[src/common/pipe_consts.svh]
`ifndef PIPE_CONSTS_SVH
`define PIPE_CONSTS_SVH

////////////////////////////////////////////////////////////
// Datapath widths
////////////////////////////////////////////////////////////

`define PIPE_WORD_SIZE  32      // Integer datapath width
`define PIPE_NUM_REGS   32      // Register file entries
`define PIPE_ADDR_SIZE  10      // Instruction address width

// Data memory depth in bytes, byte address is alu_result[9:0]
`define PIPE_DMEM_BYTES 1024

// Access size codes, 2'd3 is illegal
`define PIPE_SIZE_BYTE  2'd0
`define PIPE_SIZE_HALF  2'd1
`define PIPE_SIZE_WORD  2'd2

`endif
[src/common/pipe_pkg.sv]
`include "pipe_consts.svh"

// Types shared by the memory and write-back stages
package pipe_pkg;

    ////////////////////////////////////////////////////////////
    // Datapath values
    ////////////////////////////////////////////////////////////

    // One integer data word
    typedef logic [`PIPE_WORD_SIZE-1:0] word_t;

    // Branch or jump target PC
    typedef logic [`PIPE_ADDR_SIZE-1:0] pc_addr_t;

    ////////////////////////////////////////////////////////////
    // Memory and register selection
    ////////////////////////////////////////////////////////////

    // Byte address into data memory
    typedef logic [$clog2(`PIPE_DMEM_BYTES)-1:0] dmem_addr_t;

    // Destination register index
    typedef logic [$clog2(`PIPE_NUM_REGS)-1:0] reg_sel_t;

    // Load/store size code, see PIPE_SIZE_* in pipe_consts.svh
    typedef logic [1:0] mem_size_t;

endpackage

[src/common/ex_mem_if.sv]
// EX/MEM register outputs, all fields are levels valid every cycle
interface ex_mem_if;

    pipe_pkg::pc_addr_t  branch_target;    // Resolved target PC
    pipe_pkg::word_t     alu_result;       // ALU output, also the memory address
    pipe_pkg::reg_sel_t  rd;               // Write-back register

    // Branch qualifiers
    logic alu_zero;
    logic branch;
    logic jump;

    // Memory and write-back control, all low in a bubble
    logic mem_read;
    logic mem_write;
    logic mem_to_reg;
    logic reg_write;

    // Store data and access shape
    pipe_pkg::word_t     write_data;
    pipe_pkg::mem_size_t data_size;
    logic                data_sign;        // 1 sign-extends loads

    // Pipeline register side
    modport producer (
        output branch_target, alu_result, rd,
        output alu_zero, branch, jump,
        output mem_read, mem_write, mem_to_reg, reg_write,
        output write_data, data_size, data_sign
    );

    // Memory, write-back and redirect side
    modport consumer (
        input branch_target, alu_result, rd,
        input alu_zero, branch, jump,
        input mem_read, mem_write, mem_to_reg, reg_write,
        input write_data, data_size, data_sign
    );

endinterface

[src/mem_stage/ex_mem_reg.sv]
`include "pipe_consts.svh"

module ex_mem_reg (
    input  logic                clk,
    input  logic                rst,
    input  logic                flush,            // Load a bubble, beats stall
    input  logic                stall,            // Hold current contents

    input  pipe_pkg::pc_addr_t  branch_target,
    input  pipe_pkg::word_t     alu_result,
    input  pipe_pkg::reg_sel_t  rd,

    input  logic                alu_zero,
    input  logic                branch,
    input  logic                jump,
    input  logic                mem_read,
    input  logic                mem_write,
    input  logic                mem_to_reg,
    input  logic                reg_write,

    input  pipe_pkg::word_t     write_data,
    input  pipe_pkg::mem_size_t data_size,
    input  logic                data_sign,

    ex_mem_if.producer          ex_mem
);

    ////////////////////////////////////////////////////////////
    // Control bits, cleared on reset and on flush
    ////////////////////////////////////////////////////////////

    always_ff @(posedge clk or posedge rst) begin
        if (rst) begin
            ex_mem.branch     <= 1'b0;
            ex_mem.jump       <= 1'b0;
            ex_mem.mem_read   <= 1'b0;
            ex_mem.mem_write  <= 1'b0;
            ex_mem.mem_to_reg <= 1'b0;
            ex_mem.reg_write  <= 1'b0;
        end else if (flush) begin           // Bubble
            ex_mem.branch     <= 1'b0;
            ex_mem.jump       <= 1'b0;
            ex_mem.mem_read   <= 1'b0;
            ex_mem.mem_write  <= 1'b0;
            ex_mem.mem_to_reg <= 1'b0;
            ex_mem.reg_write  <= 1'b0;
        end else if (!stall) begin
            ex_mem.branch     <= branch;
            ex_mem.jump       <= jump;
            ex_mem.mem_read   <= mem_read;
            ex_mem.mem_write  <= mem_write;
            ex_mem.mem_to_reg <= mem_to_reg;
            ex_mem.reg_write  <= reg_write;
        end
    end

    // Payload, meaningless while controls are low
    always_ff @(posedge clk) begin
        if (!stall) begin
            ex_mem.branch_target <= branch_target;
            ex_mem.alu_result    <= alu_result;
            ex_mem.rd            <= rd;
            ex_mem.alu_zero      <= alu_zero;      // Only qualifies branch
            ex_mem.write_data    <= write_data;
            ex_mem.data_size     <= data_size;
            ex_mem.data_sign     <= data_sign;
        end
    end

    ////////////////////////////////////////////////////////////
    // Checks on each captured instruction
    ////////////////////////////////////////////////////////////

    // A captured word never both loads and stores
    a_no_rw_conflict : assert property (@(posedge clk) disable iff (rst)
        !stall && !flush |=> !(ex_mem.mem_read && ex_mem.mem_write))
        else $error("ex_mem_reg: mem_read and mem_write both captured");

    // Memory access carries a legal size code
    a_legal_size : assert property (@(posedge clk) disable iff (rst)
        !stall && !flush |=> !(ex_mem.mem_read || ex_mem.mem_write)
            || ex_mem.data_size inside {`PIPE_SIZE_BYTE, `PIPE_SIZE_HALF, `PIPE_SIZE_WORD})
        else $error("ex_mem_reg: illegal data_size %0d captured", ex_mem.data_size);

endmodule

[src/flat_wrapper.sv]
// flat-port wrapper written by rule: the top's interface ports become plain ports
module ex_mem_reg_flat 
  (clk, rst, flush, stall, branch_target, alu_result, rd, alu_zero, branch, jump, mem_read, mem_write, mem_to_reg, reg_write, write_data, data_size, data_sign, ex_mem_branch_target, ex_mem_alu_result, ex_mem_rd, ex_mem_alu_zero, ex_mem_branch, ex_mem_jump, ex_mem_mem_read, ex_mem_mem_write, ex_mem_mem_to_reg, ex_mem_reg_write, ex_mem_write_data, ex_mem_data_size, ex_mem_data_sign);
  ex_mem_if ex_mem_i ();
  input  logic clk;
  input  logic rst;
  input  logic flush;
  input  logic stall;
  input  pipe_pkg::pc_addr_t branch_target;
  input  pipe_pkg::word_t alu_result;
  input  pipe_pkg::reg_sel_t rd;
  input  logic alu_zero;
  input  logic branch;
  input  logic jump;
  input  logic mem_read;
  input  logic mem_write;
  input  logic mem_to_reg;
  input  logic reg_write;
  input  pipe_pkg::word_t write_data;
  input  pipe_pkg::mem_size_t data_size;
  input  logic data_sign;
  output wire logic [$bits(ex_mem_i.branch_target)-1:0] ex_mem_branch_target;
  output wire logic [$bits(ex_mem_i.alu_result)-1:0] ex_mem_alu_result;
  output wire logic [$bits(ex_mem_i.rd)-1:0] ex_mem_rd;
  output wire logic [$bits(ex_mem_i.alu_zero)-1:0] ex_mem_alu_zero;
  output wire logic [$bits(ex_mem_i.branch)-1:0] ex_mem_branch;
  output wire logic [$bits(ex_mem_i.jump)-1:0] ex_mem_jump;
  output wire logic [$bits(ex_mem_i.mem_read)-1:0] ex_mem_mem_read;
  output wire logic [$bits(ex_mem_i.mem_write)-1:0] ex_mem_mem_write;
  output wire logic [$bits(ex_mem_i.mem_to_reg)-1:0] ex_mem_mem_to_reg;
  output wire logic [$bits(ex_mem_i.reg_write)-1:0] ex_mem_reg_write;
  output wire logic [$bits(ex_mem_i.write_data)-1:0] ex_mem_write_data;
  output wire logic [$bits(ex_mem_i.data_size)-1:0] ex_mem_data_size;
  output wire logic [$bits(ex_mem_i.data_sign)-1:0] ex_mem_data_sign;
  assign ex_mem_branch_target = ex_mem_i.branch_target;
  assign ex_mem_alu_result = ex_mem_i.alu_result;
  assign ex_mem_rd = ex_mem_i.rd;
  assign ex_mem_alu_zero = ex_mem_i.alu_zero;
  assign ex_mem_branch = ex_mem_i.branch;
  assign ex_mem_jump = ex_mem_i.jump;
  assign ex_mem_mem_read = ex_mem_i.mem_read;
  assign ex_mem_mem_write = ex_mem_i.mem_write;
  assign ex_mem_mem_to_reg = ex_mem_i.mem_to_reg;
  assign ex_mem_reg_write = ex_mem_i.reg_write;
  assign ex_mem_write_data = ex_mem_i.write_data;
  assign ex_mem_data_size = ex_mem_i.data_size;
  assign ex_mem_data_sign = ex_mem_i.data_sign;
  ex_mem_reg u_core (.clk(clk), .rst(rst), .flush(flush), .stall(stall), .branch_target(branch_target), .alu_result(alu_result), .rd(rd), .alu_zero(alu_zero), .branch(branch), .jump(jump), .mem_read(mem_read), .mem_write(mem_write), .mem_to_reg(mem_to_reg), .reg_write(reg_write), .write_data(write_data), .data_size(data_size), .data_sign(data_sign), .ex_mem(ex_mem_i));
endmodule
[config.mk]
export PLATFORM = sky130hd
export DESIGN_NAME = ex_mem_reg_flat
export DESIGN_NICKNAME = d
export VERILOG_FILES = /design/src/common/pipe_pkg.sv /design/src/common/ex_mem_if.sv /design/src/mem_stage/ex_mem_reg.sv /design/src/flat_wrapper.sv
export VERILOG_INCLUDE_DIRS = /design/src /design/src/common
export SDC_FILE = /design/constraint.sdc
export NUM_CORES = 1
export LEC_CHECK = 0
export ABC_CLOCK_PERIOD_IN_PS = 1300
export BUFFER_PORTS_ARGS = -buffer_cell sky130_fd_sc_hd__buf_2
export CAP_MARGIN = 25
export CORE_ASPECT_RATIO = 0.6
export CORE_MARGIN = 5
export CORE_UTILIZATION = 44
export CTS_CLUSTER_DIAMETER = 60
export CTS_CLUSTER_SIZE = 14
export DETAILED_ROUTE_END_ITERATION = 7
export PLACE_DENSITY = 0.9
export SYNTH_ARGS = -nofsm -noshare
export SYNTH_HDL_FRONTEND = slang
export SYNTH_SLANG_ARGS = --single-unit
[constraint.sdc]
create_clock -name clk -period 1.3 [get_ports clk]
set_clock_uncertainty 0.2 [all_clocks]
set_input_delay 0 -clock clk [delete_from_list [all_inputs] [get_ports clk]]
set_output_delay 0 -clock clk [all_outputs]
set_load 0.05 [all_outputs]
==> results of run 1 <==
placed cells by master (no fill, tap or decap):
cell type / n
edfxtp_1: 83
dfrtp_1: 6
inv_1: 1
clkinv_4: 1
dlygate4sd3_1: 93
clkinvlp_4: 1
clkbuf_8: 9
clkinv_1: 1
mux2i_1: 6
inv_6: 2
inv_8: 1
nor2_1: 6
bufinv_16: 2
buf_12: 2
buf_4: 1
buf_2: 181
routing by layer:
metal / track usage, % / vias up / share of wire (%)
met5: 0 / - / 0
met4: 7.07 / 0 / 2.1
met3: 12.9 / 19 / 14
met2: 42.6 / 170 / 51
met1: 23.4 / 1028 / 33
li1: - / 978 / -
power by group through the flow:
stage	sequential [mW]	clock [mW]	combinational [mW]
after CTS	3.43	2.13	1.46
after global placement	3.48	0	1.22
after global routing	3.47	2.26	1.53
after floorplan	4.28	0	0.0653
after detailed placement	3.49	0	1.24
final	3.44	2.12	1.48
path summary, 6_finish.rpt:
path	cells after the start	slack (ns)	endpoint	startpoint
worst max register to register	2	0.25	u_core.ex_mem.mem_write$_DFFE_PP0P_	u_core.ex_mem.mem_write$_DFFE_PP0P_
max in group asynchronous	4	0.18	u_core.ex_mem.mem_write$_DFFE_PP0P_	rst
worst min register to register	2	0.35	u_core.ex_mem.mem_to_reg$_DFFE_PP0P_	u_core.ex_mem.mem_to_reg$_DFFE_PP0P_
min in group asynchronous	4	0.53	u_core.ex_mem.branch$_DFFE_PP0P_	rst
worst min-delay path	2	0.16	u_core.ex_mem.alu_result[12]$_DFFE_PN_	alu_result[12]
worst max-delay path	4	0.05	u_core.ex_mem.alu_result[4]$_DFFE_PN_	stall
cells by family after synthesis:
| kind of cell | count (synthesis) | share of synthesized area [%] |
|---|---|---|
| buffers and inverters | 3 | 0.684 |
| AND/OR/NAND/NOR | 6 | 0.821 |
| multiplexers | 6 | 2.19 |
| flip-flops | 89 | 96.3 |
final cells by class:
| class | count | area, um^2 | share of cell area (%) |
|---|---|---|---|
| clock buffer | 9 | 124 | 2.50 |
| sequential | 89 | 2640 | 53.4 |
| clock inverter | 7 | 101 | 2.05 |
| multi-input combinational | 12 | 82.6 | 1.67 |
| inverter | 2 | 11.3 | 0.227 |
| timing repair buffer | 277 | 1880 | 38.1 |
| tap | 84 | 105 | 2.12 |
worst max-delay path: stages:
cell,delay (ns)
dlygate4sd3_1,0.54
buf_2,0.14
clkinvlp_4,0.10
buf_12,0.28
==> out/results.txt, run 1 <==
Number of flops mapped to enable cells by yosys - 83
Setup Total Neg Slack - 0 ns
Total vias in the final route - 2195
Final hold vios - 0
Cell Area, Placed - 0.00379 mm^2
Sequential Power Share - 48.9%
Startpoint types - input pin
Vias per inst - 4.57
RSZ-0062 raised after global routing - false
Period utilization - 96.2%
Post-route ant nets - 0
CP Capture Type - flip-flop
Switching Fraction - 30.0%
CP Data Arrival Time - 1.08 ns
Clock share of power - 30.1%
FF+latch count, synth - 89
Post-Route WL - 9310 um
Synthesized instance count - 104
Cell taking the most area after synthesis - edfxtp_1
GP Congestion - 0.786
Wire per inst - 19.4 um
Placed insts - 371
CTS Sinks - 89
FP Rows - 22
Setup WS pre-CTS - 0.246 ns
Worst Hold Slack - 0.158 ns
Tot Pwr - 7.04 mW
CTS resizes - 0
Drt first pass iters - 5
Synth unique cells - 6
Internal power - 4.93 mW
Post-synth top cells - edfxtp_1 (83), dfrtp_1 (6), mux2i_1 (6), nor2_1 (6), inv_1 (2)
Top_reg_cell synth - edfxtp_1
Cell area power density - 1420 mW/mm^2
Pins over their slew limit - 0
Most common cell in the netlist - edfxtp_1
Core ar. - 0.00608 mm^2
Starting Density - 45.1%
Fin crit period - 1.25 ns
Fin nets - 484
Setup Viol. Count Final - 0
Drt drc - 0
Max-Cap Viols - 0
First-pass GRT wire length - 13800 um
Leakage power - 2.19 nW
Share of cells above drive strength 1 - 50.5%
Largest net degree at the start of global routing - 54
# hold bufs at CTS - 93
Share of flip-flops with an asynchronous set or reset - 6.74%
Die H - 71.2 um
Worst Setup Slack, final - 0.0489 ns
Syn nets - 197
Total CTS buffers - 9
Area grow syn2layout - 80.4%
Clock transition at the registers of the reported paths - 0.10 ns
H-tree Lvls - 3
Max Clk Rate - 0.799 GHz
CTS Buffer Depth - 2
PortBufs - 181
I/O pin total - 182
Fillers - 333
Maximum vdd drop - 0.000844 V
Initial antenna violation count - 0
Core Util, Final - 81.4%
Synthesized cell area - 0.00274 mm^2
Post-CTS Setup Inserts - 0
Total GRT Usage - 23.5%
Worst-Margin Slew - 0.282 ns
Clk root buf - clkbuf_8
Comb power frac - 21.0%
Worst slew margin - 81.2%
Top Registers - u_core.ex_mem.alu_result (32), u_core.ex_mem.write_data (32), u_core.ex_mem.branch_target (10)
Fin area - 0.00495 mm^2
TritonCTS clock tree - yes
Synth warn - 0
DRT iter0 DRCs - 144
Non-Filler Instances - 480
Area share of the largest cell type after synthesis - 90.8%
Syn_area_per_cell - 26.4 um^2
Status - complete, no violations
Die footprint - 0.00797 mm^2
Clk_lat worst skew - 0.34 ns
Critical path class - in2reg
Psw - 2.11 mW
Worst-path fanout max - 53
Seq/Total Area, Yosys - 96.3%
Ranking of synthesized cells by area - edfxtp_1 (91%), dfrtp_1 (5.5%), mux2i_1 (2.2%)
Diode count - 0
CP Data Required Time - 1.12 ns
Die W - 112 um
HP Class - in2reg
GRT overflow - 0
Vias in the first global route - 2416
No activity file was read; power rests on OpenSTA's default activity.
==> run 2, diff against run 1 <==
PLACE_DENSITY = 0.94   (was 0.9)
==> run 2 against run 1 <==
Hold slack better by 0.011 ns. Clock power down 9%. First-iteration DRC count up 36%. Cell count up 0.42%. Combinational power about the same. Non-clock buffer count up 1. Critical endpoint is now u_core.ex_mem.rd[1]$_DFFE_PN_. Largest cell class unchanged.
==> out/results.txt, run 2 (synthesized netlist as in run 1, its figures left out) <==
GRT overflow - 0 (unchanged)
Cell area power density - 1390 mW/mm^2 (-2.3%)
CP Data Required Time - 1.15 ns (+0.03 ns)
Starting Density - 45.1% (unchanged)
Max Clk Rate - 0.821 GHz (+2.7%)
CTS Buffer Depth - 2 (unchanged)
Clock transition at the registers of the reported paths - 0.10 ns (about the same)
Period utilization - 93.7% (-2.5 points)
Vias per inst - 4.74 (+3.7%)
Max-Cap Viols - 0 (unchanged)
Commonest non-fill, non-tap cells in the layout - buf_2 (181), dlygate4sd3_1 (93), edfxtp_1 (83)
TritonCTS clock tree - yes
Worst min-delay path endpoint - u_core.ex_mem.write_data[0]$_DFFE_PN_
CTS Sinks - 89 (unchanged)
Worst-path fanout max - 32 (-40%)
Commonest non-fill, non-tap cell in the layout - buf_2
Reg2reg start - u_core.ex_mem.mem_write$_DFFE_PP0P_
Clk root buf - clkbuf_8
FP Rows - 22 (unchanged)
Die W - 112 um (unchanged)
CTS resizes - 0 (unchanged)
HP Class - in2reg
Startpoint types - input pin
I/O pin total - 182 (unchanged)
Pins over their slew limit - 0 (unchanged)
CP Capture Type - flip-flop
First-pass GRT wire length - 15300 um (+11%)
FF-to-FF path depth - 2 (unchanged)
GP Congestion - 0.799 (+1.7%)
Reg-to-reg endpoint - u_core.ex_mem.mem_write$_DFFE_PP0P_
Non-Filler Instances - 482 (+0.42%)
Largest net degree at the start of global routing - 33 (-39%)
H-tree Lvls - 3 (unchanged)
Area grow syn2layout - 80.4% (unchanged)
Post-route ant nets - 0 (unchanged)
PortBufs - 181 (unchanged)
Total CTS buffers - 9 (unchanged)
Die H - 71.2 um (unchanged)
Drt drc - 0 (unchanged)
Placed insts - 372 (+0.27%)
Drt first pass iters - 4 (-1)
Critical path class - in2reg
Setup Viol. Count Final - 0 (unchanged)
Vias in the first global route - 2562 (+6.0%)
Fillers - 303 (-9.0%)
Wire per inst - 20.8 um (+7.3%)
Post-Route WL - 10000 um (+7.8%)
Final hold vios - 0 (unchanged)
Worst Min Path Start - write_data[0]
RSZ-0062 raised after global routing - false
Post-CTS Setup Inserts - 0 (unchanged)
Total vias in the final route - 2286 (+4.1%)
Status - complete, no violations
CP Data Arrival Time - 1.07 ns (about the same)
CP Cell Sequence - dlygate4sd3_1, buf_2, clkinvlp_4, buf_12
Fin nets - 485 (+0.21%)
Worst path max stage delay - 0.53 ns (about the same)
Worst-Margin Slew - 0.284 ns (+0.00220 ns)
Crit path max-delay cell type - dlygate4sd3_1
DP HPWL - 5300 um
DRT iter0 DRCs - 196 (+36%)
Clk_lat worst skew - 0.34 ns (about the same)
Min-Delay Path Depth - 2 (unchanged)
Fin crit period - 1.22 ns (-0.0329 ns)
Initial antenna violation count - 1 (+1)
Total GRT Usage - 26.1% (+2.6 points)
Tot Pwr - 6.87 mW (-2.3%)
Leakage power - 2.18 nW (-0.25%)
Core ar. - 0.00608 mm^2 (unchanged)
Share of cells above drive strength 1 - 50.6% (+0.12 points)
Top Registers - u_core.ex_mem.alu_result (32), u_core.ex_mem.write_data (32), u_core.ex_mem.branch_target (10)
Die footprint - 0.00797 mm^2 (unchanged)
Reg2reg setup slack - 0.33 ns (+0.08 ns)
Maximum vdd drop - 0.00105 V (+24%)
Worst slew margin - 81.2% (about the same)
[run 2: cell types whose count changed in the layout (fill, tap and decap cells not counted), sizes merged]
| cell | delta |
|---|---|
| buf | +1 |
| bufinv | -1 |
| clkbuf | +1 |
| clkinvlp | +1 |
| diode | +1 |
| inv | -1 |
[run 2: critical path: cells and delay by family]
family                 cells  cell delay, ns
buffers and inverters      4            1.04
[run 2: timing repair]
item / in CTS / in global routing
setup endpoints to repair: 0 / 0
hold buffers: 93 / 0
endpoints found under the hold margin: 95 / 0
[run 2: cell type report]
class / count / area, um^2 / share of cell area, %
clock inverter: 6 / 75.1 / 1.52
sequential: 89 / 2640 / 53.4
antenna: 1 / 2.50 / 0.0505
timing repair buffer: 278 / 1900 / 38.5
tap: 84 / 105 / 2.12
inverter: 2 / 11.3 / 0.227
multi-input combinational: 12 / 82.6 / 1.67
clock buffer: 10 / 128 / 2.58
[run 2: routing by layer]
layer	share of wire [%]	global-route usage [%]
met1	33	27.3
met2	55	49.1
met3	11	10.7
met4	1.8	6.93
met5	0	0
[run 2: report_power, final]
part | switching (mW) | internal (mW)
Sequential | 0.0735 | 3.37
Combinational | 1.05 | 0.452
Clock | 1.01 | 0.917
Total | 2.13 | 4.74
[run 2: metrics by stage]
step	cell area [um^2]	hold slack [ns]	utilization (%)	TNS (ns)	setup WS, ns
3_5_place_dp	3810	-0.272	62.7	0	0.304
2_1_floorplan	2760	-0.409	-	-49.05	-0.591
3_3_place_gp	3810	-0.281	62.7	0	0.303
5_1_grt	4950	0.154	81.4	0	0.0531
6_report	4950	0.170	81.4	0	0.0818
4_1_cts	4950	0.148	81.3	0	0.105
[run 2: worst max-delay path by stage]
stage                                                         to                              startpoint
final                              u_core.ex_mem.rd[1]$_DFFE_PN_                                   stall
after global routing                       ex_mem_alu_result[21]  u_core.ex_mem.alu_result[21]$_DFFE_PN_
after CTS                                       ex_mem_reg_write     u_core.ex_mem.reg_write$_DFFE_PP0P_
after detailed placement  u_core.ex_mem.write_data[28]$_DFFE_PN_                                   stall
after global placement    u_core.ex_mem.alu_result[29]$_DFFE_PN_                                   stall
after floorplan            u_core.ex_mem.alu_result[0]$_DFFE_PN_                                   stall
