$ cat src/common/pipe_consts.svh
`ifndef PIPE_CONSTS_SVH
`define PIPE_CONSTS_SVH

////////////////////////////////////////////////////////////
// Datapath widths
////////////////////////////////////////////////////////////

`define PIPE_WORD_SIZE  32      // Integer datapath width
`define PIPE_NUM_REGS   32      // Register file entries
`define PIPE_ADDR_SIZE  10      // Instruction address width

// Data memory depth in bytes, byte address is alu_result[9:0]
`define PIPE_DMEM_BYTES 1024

// Access size codes, 2'd3 is illegal
`define PIPE_SIZE_BYTE  2'd0
`define PIPE_SIZE_HALF  2'd1
`define PIPE_SIZE_WORD  2'd2

`endif
$ cat src/common/pipe_pkg.sv
`include "pipe_consts.svh"

// Types shared by the memory and write-back stages
package pipe_pkg;

    ////////////////////////////////////////////////////////////
    // Datapath values
    ////////////////////////////////////////////////////////////

    // One integer data word
    typedef logic [`PIPE_WORD_SIZE-1:0] word_t;

    // Branch or jump target PC
    typedef logic [`PIPE_ADDR_SIZE-1:0] pc_addr_t;

    ////////////////////////////////////////////////////////////
    // Memory and register selection
    ////////////////////////////////////////////////////////////

    // Byte address into data memory
    typedef logic [$clog2(`PIPE_DMEM_BYTES)-1:0] dmem_addr_t;

    // Destination register index
    typedef logic [$clog2(`PIPE_NUM_REGS)-1:0] reg_sel_t;

    // Load/store size code, see PIPE_SIZE_* in pipe_consts.svh
    typedef logic [1:0] mem_size_t;

endpackage

$ cat src/common/ex_mem_if.sv
// EX/MEM register outputs, all fields are levels valid every cycle
interface ex_mem_if;

    pipe_pkg::pc_addr_t  branch_target;    // Resolved target PC
    pipe_pkg::word_t     alu_result;       // ALU output, also the memory address
    pipe_pkg::reg_sel_t  rd;               // Write-back register

    // Branch qualifiers
    logic alu_zero;
    logic branch;
    logic jump;

    // Memory and write-back control, all low in a bubble
    logic mem_read;
    logic mem_write;
    logic mem_to_reg;
    logic reg_write;

    // Store data and access shape
    pipe_pkg::word_t     write_data;
    pipe_pkg::mem_size_t data_size;
    logic                data_sign;        // 1 sign-extends loads

    // Pipeline register side
    modport producer (
        output branch_target, alu_result, rd,
        output alu_zero, branch, jump,
        output mem_read, mem_write, mem_to_reg, reg_write,
        output write_data, data_size, data_sign
    );

    // Memory, write-back and redirect side
    modport consumer (
        input branch_target, alu_result, rd,
        input alu_zero, branch, jump,
        input mem_read, mem_write, mem_to_reg, reg_write,
        input write_data, data_size, data_sign
    );

endinterface

$ cat src/mem_stage/mem_wb_reg.sv
module mem_wb_reg (
    input  logic                clk,
    input  logic                rst,
    input  logic                stall,        // Hold, flush does not reach here
    ex_mem_if.consumer          ex_mem,
    input  pipe_pkg::word_t     load_data,    // From data_mem, combinational

    output logic                wb_en,
    output pipe_pkg::reg_sel_t  wb_rd,
    output pipe_pkg::word_t     wb_data
);

    ////////////////////////////////////////////////////////////
    // Write-back source select
    ////////////////////////////////////////////////////////////

    pipe_pkg::word_t wb_src;

    // Only the chosen value is kept, WB is then just this register
    assign wb_src = ex_mem.mem_to_reg ? load_data : ex_mem.alu_result;

    ////////////////////////////////////////////////////////////
    // MEM/WB register
    ////////////////////////////////////////////////////////////

    always_ff @(posedge clk or posedge rst) begin
        if (rst) begin
            wb_en <= 1'b0;
        end else if (!stall) begin
            wb_en <= ex_mem.reg_write;      // Bubble retires as no write
        end
    end

    always_ff @(posedge clk) begin
        if (!stall) begin
            wb_rd   <= ex_mem.rd;
            wb_data <= wb_src;
        end
    end

    // Load result selected only for an actual load
    a_mem_to_reg_needs_read : assert property (@(posedge clk) disable iff (rst)
        !stall && ex_mem.reg_write && ex_mem.mem_to_reg |-> ex_mem.mem_read)
        else $error("mem_wb_reg: mem_to_reg captured without mem_read, rd=%0d", ex_mem.rd);

endmodule

$ cat src/flat_wrapper.sv
// flat-port wrapper written by rule: the top's interface ports become plain ports
module mem_wb_reg_flat 
  (clk, rst, stall, load_data, wb_en, wb_rd, wb_data, ex_mem_branch_target, ex_mem_alu_result, ex_mem_rd, ex_mem_alu_zero, ex_mem_branch, ex_mem_jump, ex_mem_mem_read, ex_mem_mem_write, ex_mem_mem_to_reg, ex_mem_reg_write, ex_mem_write_data, ex_mem_data_size, ex_mem_data_sign);
  ex_mem_if ex_mem_i ();
  input  logic clk;
  input  logic rst;
  input  logic stall;
  input  pipe_pkg::word_t load_data;
  output logic wb_en;
  output pipe_pkg::reg_sel_t wb_rd;
  output pipe_pkg::word_t wb_data;
  input wire logic [$bits(ex_mem_i.branch_target)-1:0] ex_mem_branch_target;
  input wire logic [$bits(ex_mem_i.alu_result)-1:0] ex_mem_alu_result;
  input wire logic [$bits(ex_mem_i.rd)-1:0] ex_mem_rd;
  input wire logic [$bits(ex_mem_i.alu_zero)-1:0] ex_mem_alu_zero;
  input wire logic [$bits(ex_mem_i.branch)-1:0] ex_mem_branch;
  input wire logic [$bits(ex_mem_i.jump)-1:0] ex_mem_jump;
  input wire logic [$bits(ex_mem_i.mem_read)-1:0] ex_mem_mem_read;
  input wire logic [$bits(ex_mem_i.mem_write)-1:0] ex_mem_mem_write;
  input wire logic [$bits(ex_mem_i.mem_to_reg)-1:0] ex_mem_mem_to_reg;
  input wire logic [$bits(ex_mem_i.reg_write)-1:0] ex_mem_reg_write;
  input wire logic [$bits(ex_mem_i.write_data)-1:0] ex_mem_write_data;
  input wire logic [$bits(ex_mem_i.data_size)-1:0] ex_mem_data_size;
  input wire logic [$bits(ex_mem_i.data_sign)-1:0] ex_mem_data_sign;
  assign ex_mem_i.branch_target = ex_mem_branch_target;
  assign ex_mem_i.alu_result = ex_mem_alu_result;
  assign ex_mem_i.rd = ex_mem_rd;
  assign ex_mem_i.alu_zero = ex_mem_alu_zero;
  assign ex_mem_i.branch = ex_mem_branch;
  assign ex_mem_i.jump = ex_mem_jump;
  assign ex_mem_i.mem_read = ex_mem_mem_read;
  assign ex_mem_i.mem_write = ex_mem_mem_write;
  assign ex_mem_i.mem_to_reg = ex_mem_mem_to_reg;
  assign ex_mem_i.reg_write = ex_mem_reg_write;
  assign ex_mem_i.write_data = ex_mem_write_data;
  assign ex_mem_i.data_size = ex_mem_data_size;
  assign ex_mem_i.data_sign = ex_mem_data_sign;
  mem_wb_reg u_core (.clk(clk), .rst(rst), .stall(stall), .ex_mem(ex_mem_i), .load_data(load_data), .wb_en(wb_en), .wb_rd(wb_rd), .wb_data(wb_data));
endmodule
$ cat config.mk
export PLATFORM = sky130hd
export DESIGN_NAME = mem_wb_reg_flat
export DESIGN_NICKNAME = d
export VERILOG_FILES = /design/src/common/pipe_pkg.sv /design/src/common/ex_mem_if.sv /design/src/mem_stage/mem_wb_reg.sv /design/src/flat_wrapper.sv
export VERILOG_INCLUDE_DIRS = /design/src /design/src/common
export SDC_FILE = /design/constraint.sdc
export NUM_CORES = 1
export LEC_CHECK = 0
export BUFFER_PORTS_ARGS = -buffer_cell sky130_fd_sc_hd__buf_2
export CORE_ASPECT_RATIO = 1.5
export CORE_UTILIZATION = 39
export DETAILED_ROUTE_END_ITERATION = 12
export GPL_TIMING_DRIVEN = 0
export PLACE_DENSITY = 0.9
export SYNTH_ARGS = -nofsm -noshare
export SYNTH_HDL_FRONTEND = slang
export SYNTH_SLANG_ARGS = --single-unit
$ cat constraint.sdc
create_clock -name clk -period 2.1 [get_ports clk]
set_input_delay 0.315 -clock clk [delete_from_list [all_inputs] [get_ports clk]]
set_output_delay 0.315 -clock clk [all_outputs]
set_load 0.01 [all_outputs]
==> results of run 1 <==
## sequential cells by signal, indices dropped and copies added, names as in the netlist
register / count
u_core.wb_rd: 5
u_core.wb_data: 32
u_core.wb_en: 1
## cell usage in the layout (no fill, tap or decap), drive strengths merged
master       count
buf            115
edfxtp          37
mux2            33
clkbuf           5
bufinv           2
clkinv           2
inv              1
dlygate4sd3      1
dfrtp            1
## power by group
| group | switching [mW] | leakage [nW] | internal [mW] |
|---|---|---|---|
| Clock | 0.262 | 0.0683 | 0.476 |
| Sequential | 0.0160 | 0.374 | 0.911 |
| Combinational | 0.129 | 0.749 | 0.180 |
## cells by family (layout without fill, tap and decap cells)
logic type	after synthesis	after routing	share of synthesized area
buffers and inverters	6	126	0.0464
DFF	38	38	0.669
muxes	33	33	0.285
## per-layer routing
metal / wire (um) / global-route usage
met1: 1300 / 0.160
met4: 62 / 0.0843
met2: 1970 / 0.283
met3: 248 / 0.0405
met5: 0 / 0
## stage by stage
| stage | area (um^2) | total power [mW] | util | std cells | worst slack, ps |
|---|---|---|---|---|---|
| 2_1_floorplan | 1700 | 1.10 | - | 77 | 670 |
| 3_3_place_gp | 2310 | 1.24 | 0.548 | 233 | 332 |
| 3_5_place_dp | 2310 | 1.25 | 0.548 | 233 | 249 |
| 4_1_cts | 2450 | 1.99 | 0.583 | 242 | 555 |
| 5_1_grt | 2480 | 2.05 | 0.590 | 243 | 645 |
| 6_report | 2480 | 1.97 | 0.590 | 243 | 699 |
## layout make-up
| type | count | area share |
|---|---|---|
| flip-flops and latches | 38 | 0.458 |
| repair buffers | 112 | 0.237 |
| multi-input cells | 33 | 0.195 |
| plain buffers | 4 | 0.0287 |
| clock buffers | 5 | 0.0277 |
| clock inverters | 3 | 0.0277 |
| well taps | 46 | 0.0232 |
| inverters | 2 | 0.00302 |
## worst max-delay path by stage
stage | from | to | slack (ps)
after floorplan | stall | u_core.wb_data[0]$_DFFE_PN_ | 670
after CTS | stall | u_core.wb_data[2]$_DFFE_PN_ | 550
after global routing | stall | u_core.wb_data[2]$_DFFE_PN_ | 650
after detailed placement | stall | u_core.wb_data[2]$_DFFE_PN_ | 250
after global placement | stall | u_core.wb_data[0]$_DFFE_PN_ | 330
final | stall | u_core.wb_data[8]$_DFFE_PN_ | 700
## cell usage after synthesis
library cell | n | share of area
mux2_4 | 30 | 0.27
buf_12 | 3 | 0.035
edfxtp_1 | 37 | 0.65
dfrtp_1 | 1 | 0.015
mux2_2 | 3 | 0.020
buf_6 | 1 | 0.0066
inv_1 | 2 | 0.0044
## timing repair
item | 4_1_cts | 5_1_grt
gates resized for setup | 0 | 0
hold buffers | 1 | 0
endpoints found under the hold margin | 1 | 0
==> results_dict.tcl, run 1 <==
set metrics [dict create \
    detailroute.via_count 1125 \
    max_fanout_on_critical_path 20 \
    grt_max_degree 38 \
    timing.slew.headroom 0.486 \
    worst_slew_pin_slew_ps 766 \
    drt_first_pass_iters 4 \
    final.fill_count 353 \
    postSynthAreaPerCell_um2 22.1 \
    coreArea_mm2 0.00421 \
    critPathArrivalTime_ps 1440 \
    wl_per_cell_um 14.7 \
    final_max_slew_viol_count 0 \
    final_min_period_over_clock_period 0.667 \
    cells_on_worst_hold_path 1 \
    ys_seq_elements 38 \
    antenna_found_initial 0 \
    timing.setup.critical_path_class "input port to register" \
    netlist_area_mm2 0.00170 \
    synth.yosys.seq_area_share 0.669 \
    worst-endpoint-required_ps 2140 \
    nets 320 \
    cellLeakagePower_nw 1.19 \
    clk_pin_slew_worst_paths_ps 80 \
    initial_core_util 0.404 \
    die_width_um 55.9 \
    htree_levels 2 \
    antenna_cells_inserted 0 \
    yosys_warnings 0 \
    clock_insertion_delay_worst_skew_ps 290 \
    grt_setup_unrepaired "no" \
    clock-root-buffer "clkbuf_8" \
    critical-path-max-stage-delay_ps 600 \
    area_taken_by_multi_input_logic_gates_um2 484 \
    timing.hold.worst_endpoint "u_core.wb_rd[4]$_DFFE_PN_" \
    chipHeight_um 82.8 \
    drv_cap 0 \
    cp-end-kind "register" \
    finalHoldWorstSlack_ps 194 \
    final.min_clock_period_ps 1400 \
    number_of_global_route_vias_before_repair 1152 \
    fmax_mhz 714 \
    tritoncts "done" \
    ff_latch_area_mm2 0.00114 \
    route.detailed.drc 0 \
    cpLargestDelayFamily "buffers and inverters" \
    hold_viol 0 \
    crit_chain "buf_2, clkinv_1, buf_16" \
    cp_num_buf_inv 3 \
    fp-row-count 29 \
    cts_setup_buffers 0 \
    detailed_place_hpwl_mm 2.77 \
    run_status "finished, final reports clean" \
    clkSinkCount 38 \
    total_overflow_reported_by_the_global_router 0 \
    route.antenna.remaining_nets 0 \
    cp.depth 3 \
    reg2reg_to "u_core.wb_en$_DFFE_PP0N_" \
    drt-total-wl_mm 3.58 \
    clock_tree.buffer_depth 2 \
    min_from "ex_mem_rd[4]" \
    fp.dieArea_mm2 0.00463 \
    timing.setup.tns_ps 0 \
    areaGrowthSynthToFinish_pct 46.1 \
    reg2reg_depth 1 \
    path_type_of_the_worst_min_delay_path "input port to register" \
    post_route_cells_drive_above_1_share 0.792 \
    power_density_mw_per_mm2 795 \
    numCtsBuffers 5 \
    report.final.setup_viol 0 \
    drtIter0Drc 22 \
    grt_util_all_layers 0.156 \
    synth.net_count 201 \
    post_synth_inst_count 77 \
    boundaryPins 162 \
    ir_worst_vdd_mv 0.893 \
    timing.rr.start "u_core.wb_en$_DFFE_PP0N_" \
    worst_clock_skew_ps 0 \
    grt_pass1_wl_mm 5.32 \
    worst_r2r_setup_slack_ps 1330 \
    setup.worst_path.start_class "input port" \
    numPortBuffers 110 \
    routed_via_count_divided_by_cell_count 4.63 \
    gp_routability_congestion 0.642 \
    yosysUniqueCellTypes 7 \
    crit_slowest_cell "clkinv_1" \
]
Power figures use the tool's default switching activity.
==> inputs of run 2 (changes only) <==
--- a/config.mk
+++ b/config.mk
@@ -8,10 +8,10 @@
 export LEC_CHECK = 0
 export BUFFER_PORTS_ARGS = -buffer_cell sky130_fd_sc_hd__buf_2
 export CORE_ASPECT_RATIO = 1.5
-export CORE_UTILIZATION = 39
+export CORE_UTILIZATION = 36
 export DETAILED_ROUTE_END_ITERATION = 12
 export GPL_TIMING_DRIVEN = 0
-export PLACE_DENSITY = 0.9
+export PLACE_DENSITY = 0.84
 export SYNTH_ARGS = -nofsm -noshare
 export SYNTH_HDL_FRONTEND = slang
 export SYNTH_SLANG_ARGS = --single-unit
==> constraint.sdc (replaced) <==
create_clock -name clk -period 1.4 [get_ports clk]
set_input_delay 0.21 -clock clk [delete_from_list [all_inputs] [get_ports clk]]
set_output_delay 0.21 -clock clk [all_outputs]
set_load 0.01 [all_outputs]
==> run 2 against run 1 <==
Against the previous run: worst hold slack lost 87 ps; flip-flop and latch count is the same; clock power shrank 7.6%; via count shrank 0.53%; global-route usage shrank 2.5 points; combinational power grew 45%; power grew 28%; non-clock buffer count shrank 1; final area shrank 2.4%; register-to-register slack lost 660 ps; clock-buffer cell count is the same.
==> results_dict.tcl, run 2 (synthesis gave the netlist of run 1 again) <==
set metrics [dict create \
    run_status "finished, final reports clean" \
    worst-endpoint-required_ps 1200 \
    worst_slew_pin_slew_ps 747 \
    timing.rr.start "u_core.wb_en$_DFFE_PP0N_" \
    critical-path-max-stage-delay_ps 600 \
    timing.hold.worst_endpoint "u_core.wb_rd[1]$_DFFE_PN_" \
    clock-root-buffer "clkbuf_8" \
    crit_chain "buf_2, clkinvlp_4" \
    die_width_um 58.1 \
    antenna_found_initial 0 \
    grt_max_degree 38 \
    numCtsBuffers 5 \
    critPathArrivalTime_ps 940 \
    antenna_cells_inserted 0 \
    routed_via_count_divided_by_cell_count 4.30 \
    path_type_of_the_worst_min_delay_path "input port to register" \
    gp_routability_congestion 0.577 \
    cpLargestDelayFamily "buffers and inverters" \
    top_register "u_core.wb_data" \
    route.detailed.drc 0 \
    drtIter0Drc 16 \
    clkSinkCount 38 \
    layout_setup_ws_ps 252 \
    grt_setup_unrepaired "no" \
    ir_worst_vdd_mv 0.705 \
    final_min_period_over_clock_period 0.820 \
    cp-end-kind "register" \
    drv_cap 0 \
    htree_levels 2 \
    number_of_global_route_vias_before_repair 1051 \
    drt_first_pass_iters 4 \
    reg2reg_depth 1 \
    cellLeakagePower_nw 1.15 \
    layout.cells.most_common "buf_2" \
    post_route_cells_drive_above_1_share 0.781 \
    detailroute.via_count 1119 \
    report.final.setup_viol 0 \
    wl_per_cell_um 12.6 \
    timing.slew.headroom 0.501 \
    timing.setup.critical_path_class "input port to register" \
    clk_pin_slew_worst_paths_ps 60 \
    route.antenna.remaining_nets 0 \
    worst_r2r_setup_slack_ps 670 \
    totalPowerFinal_mw 2.52 \
    reg2reg_to "u_core.wb_en$_DFFE_PP0N_" \
    clock_tree.buffer_depth 2 \
    total_overflow_reported_by_the_global_router 0 \
    power_density_mw_per_mm2 1040 \
    final_max_slew_viol_count 0 \
    max_fanout_on_critical_path 37 \
    layout.cells.most_common_list "110 x buf_2, 37 x edfxtp_1, 30 x mux2_4" \
    boundaryPins 162 \
    nets 319 \
    cells_on_worst_hold_path 1 \
    crit_slowest_cell "clkinvlp_4" \
    cp_num_buf_inv 2 \
    areaGrowthSynthToFinish_pct 42.6 \
    fp-row-count 30 \
    clock_insertion_delay_worst_skew_ps 270 \
    setup.worst_path.start_class "input port" \
    initial_core_util 0.374 \
    top_regs "u_core.wb_data x32, u_core.wb_rd x5, u_core.wb_en x1" \
    worst_clock_skew_ps 0 \
    detailed_place_hpwl_mm 2.55 \
    final.min_clock_period_ps 1150 \
    hold_viol 0 \
    fp.dieArea_mm2 0.00500 \
    flip_flop_count_of_the_largest_register_after_layout 32 \
    chipHeight_um 86.1 \
    grt_util_all_layers 0.131 \
    coreArea_mm2 0.00454 \
    grt_pass1_wl_mm 4.75 \
    min_from "ex_mem_rd[1]" \
    tritoncts "done" \
    dp_worst_setup_slack_ps -336 \
    fmax_mhz 871 \
    numPortBuffers 110 \
    drt-total-wl_mm 3.27 \
    timing.setup.tns_ps 0 \
]
[run 2: power by group]
group | switching, mW | internal [mW] | leakage [nW] | total [mW]
combinational | 0.186 | 0.263 | 0.735 | 0.449
clock | 0.349 | 0.332 | 0.0407 | 0.681
sequential | 0.0224 | 1.37 | 0.374 | 1.39
[run 2: layout make-up]
cell class                 count  area (um^2)
timing repair buffer         111          561
inverter                       2         11.3
multi-input combinational     33          484
sequential                    38         1140
buffer                         4         71.3
tap                           64         80.1
clock inverter                 3         11.3
clock buffer                   5         68.8
fill                         398         2120
[run 2: timing repair]
action                                 4_1_cts  5_1_grt
setup endpoints to repair                   37        0
buffers inserted                             0        0
resized for setup                            1        0
endpoints found under the hold margin        1        0
hold buffers                                 1        0
[run 2: metal layers]
metal	global-route usage	up-vias	wire [um]
met2	0.239	71	1740
met4	0.0628	0	77
li1	-	531	-
met3	0.0513	10	313
met5	0	-	0
met1	0.123	507	1140
[run 2: stage by stage]
step,hold WS (ps),cells,util,area (um^2)
final,107,260,0.534,2420
after global routing,90.2,260,0.534,2420
after CTS,94.1,260,0.534,2420
after detailed placement,45.1,251,0.513,2330
after global placement,43.6,251,0.513,2330
after floorplan,-61.3,77,-,1700
[run 2: how the worst max path moves through the flow]
stage | startpoint | to | depth (start not counted)
3_5_place_dp | stall | u_core.wb_data[3]$_DFFE_PN_ | 2
5_1_grt | stall | u_core.wb_rd[4]$_DFFE_PN_ | 2
3_3_place_gp | stall | u_core.wb_data[1]$_DFFE_PN_ | 2
2_1_floorplan | stall | u_core.wb_data[0]$_DFFE_PN_ | 1
4_1_cts | stall | u_core.wb_data[6]$_DFFE_PN_ | 2
6_report | stall | u_core.wb_data[29]$_DFFE_PN_ | 2
==> inputs of run 3 (changes only) <==
==> constraint.sdc (replaced) <==
create_clock -name clk -period 1.1 [get_ports clk]
set_input_delay 0.165 -clock clk [delete_from_list [all_inputs] [get_ports clk]]
set_output_delay 0.165 -clock clk [all_outputs]
set_load 0.01 [all_outputs]
==> run 3 against run 2 <==
Against the previous run: global-route usage increased by 0.40 points; highest routed layer unchanged; sequential share of layout area decreased by 0.43 points; routed wire length decreased by 1.2%; power increased by 31%.
==> results_dict.tcl, run 3 (synthesis gave the netlist of run 1 again) <==
set metrics [dict create \
    routed_via_count_divided_by_cell_count 4.33 \
    intPower_mw 2.58 \
    critical-path-max-stage-delay_ps 380 \
    cells_on_worst_hold_path 1 \
    postLayoutCellArea_mm2 0.00245 \
    grt_max_degree 20 \
    numCtsBuffers 5 \
    cellLeakagePower_nw 1.16 \
    number_of_global_route_vias_before_repair 1140 \
    place_inst 251 \
    fp.dieArea_mm2 0.00500 \
    die_width_um 58.1 \
    clock_insertion_delay_worst_skew_ps 280 \
    layoutNonFillerInstCount 261 \
    placed_cell_area_mm2 0.00233 \
    cp.depth 1 \
    flip_flop_count_of_the_largest_register_after_layout 32 \
    crit_slowest_cell "edfxtp_1" \
    power_density_mw_per_mm2 1350 \
    htree_levels 2 \
    power.combinational.fraction 0.174 \
    cp_num_buf_inv 1 \
    final_min_period_over_clock_period 0.884 \
    detailed_place_hpwl_mm 2.48 \
    layout.cells.most_common_list "110 x buf_2, 37 x edfxtp_1, 30 x mux2_4" \
    fmax_mhz 1030 \
    top_register "u_core.wb_data" \
    drt_first_pass_iters 4 \
    timing.slew.headroom 0.725 \
    clk_pin_slew_worst_paths_ps 70 \
    totalPowerFinal_mw 3.30 \
    crit_chain "buf_2" \
    worst-endpoint-required_ps 940 \
    detailroute.via_count 1129 \
    initial_core_util 0.374 \
    reg2reg_depth 1 \
    route.detailed.drc 0 \
    worst_slew_pin_slew_ps 411 \
    cts_setup_buffers 0 \
    drv_cap 0 \
    timing.rr.start "u_core.wb_en$_DFFE_PP0N_" \
    boundaryPins 162 \
    final_max_slew_viol_count 0 \
    ir_worst_vdd_mv 0.777 \
    run_status "finished, final reports clean" \
    seqPwrFrac 0.535 \
    final.min_clock_period_ps 972 \
    antenna_found_initial 0 \
    timing.setup.critical_path_class "register to output port" \
    critPathArrivalTime_ps 810 \
    antenna_cells_inserted 0 \
    path_type_of_the_worst_min_delay_path "input port to register" \
    layout.cells.most_common "buf_2" \
    fp-row-count 30 \
    clock-root-buffer "clkbuf_8" \
    total_overflow_reported_by_the_global_router 0 \
    final.fill_count 395 \
    post_route_cells_drive_above_1_share 0.797 \
    areaGrowthSynthToFinish_pct 44.0 \
    top_regs "u_core.wb_data x32, u_core.wb_rd x5, u_core.wb_en x1" \
    clkPwrFrac 0.291 \
    drtIter0Drc 46 \
    min_from "ex_mem_rd[1]" \
    max_fanout_on_critical_path 1 \
    numPortBuffers 110 \
    route.antenna.remaining_nets 0 \
    clock_tree.buffer_depth 2 \
    gp_routability_congestion 0.664 \
    clkSinkCount 38 \
    chipHeight_um 86.1 \
    coreArea_mm2 0.00454 \
    tritoncts "done" \
    hold_viol 0 \
    grt_pass1_wl_mm 4.92 \
    power.share.switching 0.219 \
    grt_setup_unrepaired "no" \
    cpLargestDelayFamily "flip-flops" \
    report.final.setup_viol 0 \
    worst_clock_skew_ps 0 \
    power.net_switching_mw 0.724 \
    setup.worst_path.start_class "register" \
    cp-end-kind "output port" \
    worst_r2r_setup_slack_ps 360 \
    grt_util_all_layers 0.135 \
    nets 320 \
    wl_per_cell_um 12.4 \
    drt-total-wl_mm 3.23 \
    timing.hold.worst_endpoint "u_core.wb_rd[1]$_DFFE_PN_" \
    reg2reg_to "u_core.wb_en$_DFFE_PP0N_" \
]
==> run 3: cell count changes in the layout (fill, tap and decap cells not counted), sizes merged <==
cell / delta
clkinvlp: +2
clkinv: -2
clkbuf: +1
==> run 3: worst max-delay path by stage <==
| stage | startpoint | endpoint | slack (ps) |
|---|---|---|---|
| 4_1_cts | u_core.wb_data[3]$_DFFE_PN_ | wb_data[3] | 110 |
| 5_1_grt | u_core.wb_data[3]$_DFFE_PN_ | wb_data[3] | 80 |
| 6_report | u_core.wb_data[3]$_DFFE_PN_ | wb_data[3] | 130 |
| 3_3_place_gp | stall | u_core.wb_data[23]$_DFFE_PN_ | -290 |
| 3_5_place_dp | stall | u_core.wb_data[22]$_DFFE_PN_ | -330 |
| 2_1_floorplan | stall | u_core.wb_data[0]$_DFFE_PN_ | 70 |
==> run 3: layout make-up <==
type,count,area [um^2],share of cell area
repair inverters,1,7.51,0.00307
well taps,64,80.1,0.0327
multi-input cells,33,484,0.198
plain buffers,4,71.3,0.0292
flip-flops and latches,38,1140,0.464
clock inverters,2,12.5,0.00512
repair buffers,111,561,0.229
clock buffers,6,82.6,0.0338
inverters,2,11.3,0.00460
==> run 3: power groups by stage <==
stage / Clock (mW) / Sequential (mW) / Combinational, mW
after detailed placement: 0 / 1.80 / 0.573
after global routing: 1.05 / 1.78 / 0.618
final: 0.962 / 1.77 / 0.574
after floorplan: 0 / 1.88 / 0.225
after global placement: 0 / 1.80 / 0.566
after CTS: 1.01 / 1.77 / 0.582
==> run 3: through the flow <==
stage | utilization | hold slack (ps) | TNS, ps | setup WS [ps]
4_1_cts | 0.539 | 43.1 | 0 | 111
3_5_place_dp | 0.514 | -1.97 | -12270 | -334
2_1_floorplan | - | -106 | 0 | 65.5
6_report | 0.539 | 56.6 | 0 | 128
3_3_place_gp | 0.514 | -0.0587 | -10610 | -288
5_1_grt | 0.539 | 35.1 | 0 | 80.5
==> run 3: timing repair <==
item	in CTS	in global routing
hold buffers	1	0
endpoints found under the hold margin	1	0
setup endpoints to repair	37	0
gates resized for setup	1	0
==> run 3: layer usage <==
| layer | vias to the layer above | share of wire | GRT usage |
|---|---|---|---|
| li1 | 533 | - | - |
| met1 | 509 | 0.39 | 0.148 |
| met2 | 83 | 0.50 | 0.237 |
| met3 | 4 | 0.097 | 0.0332 |
| met4 | 0 | 0.014 | 0.0649 |
| met5 | - | 0 | 0 |
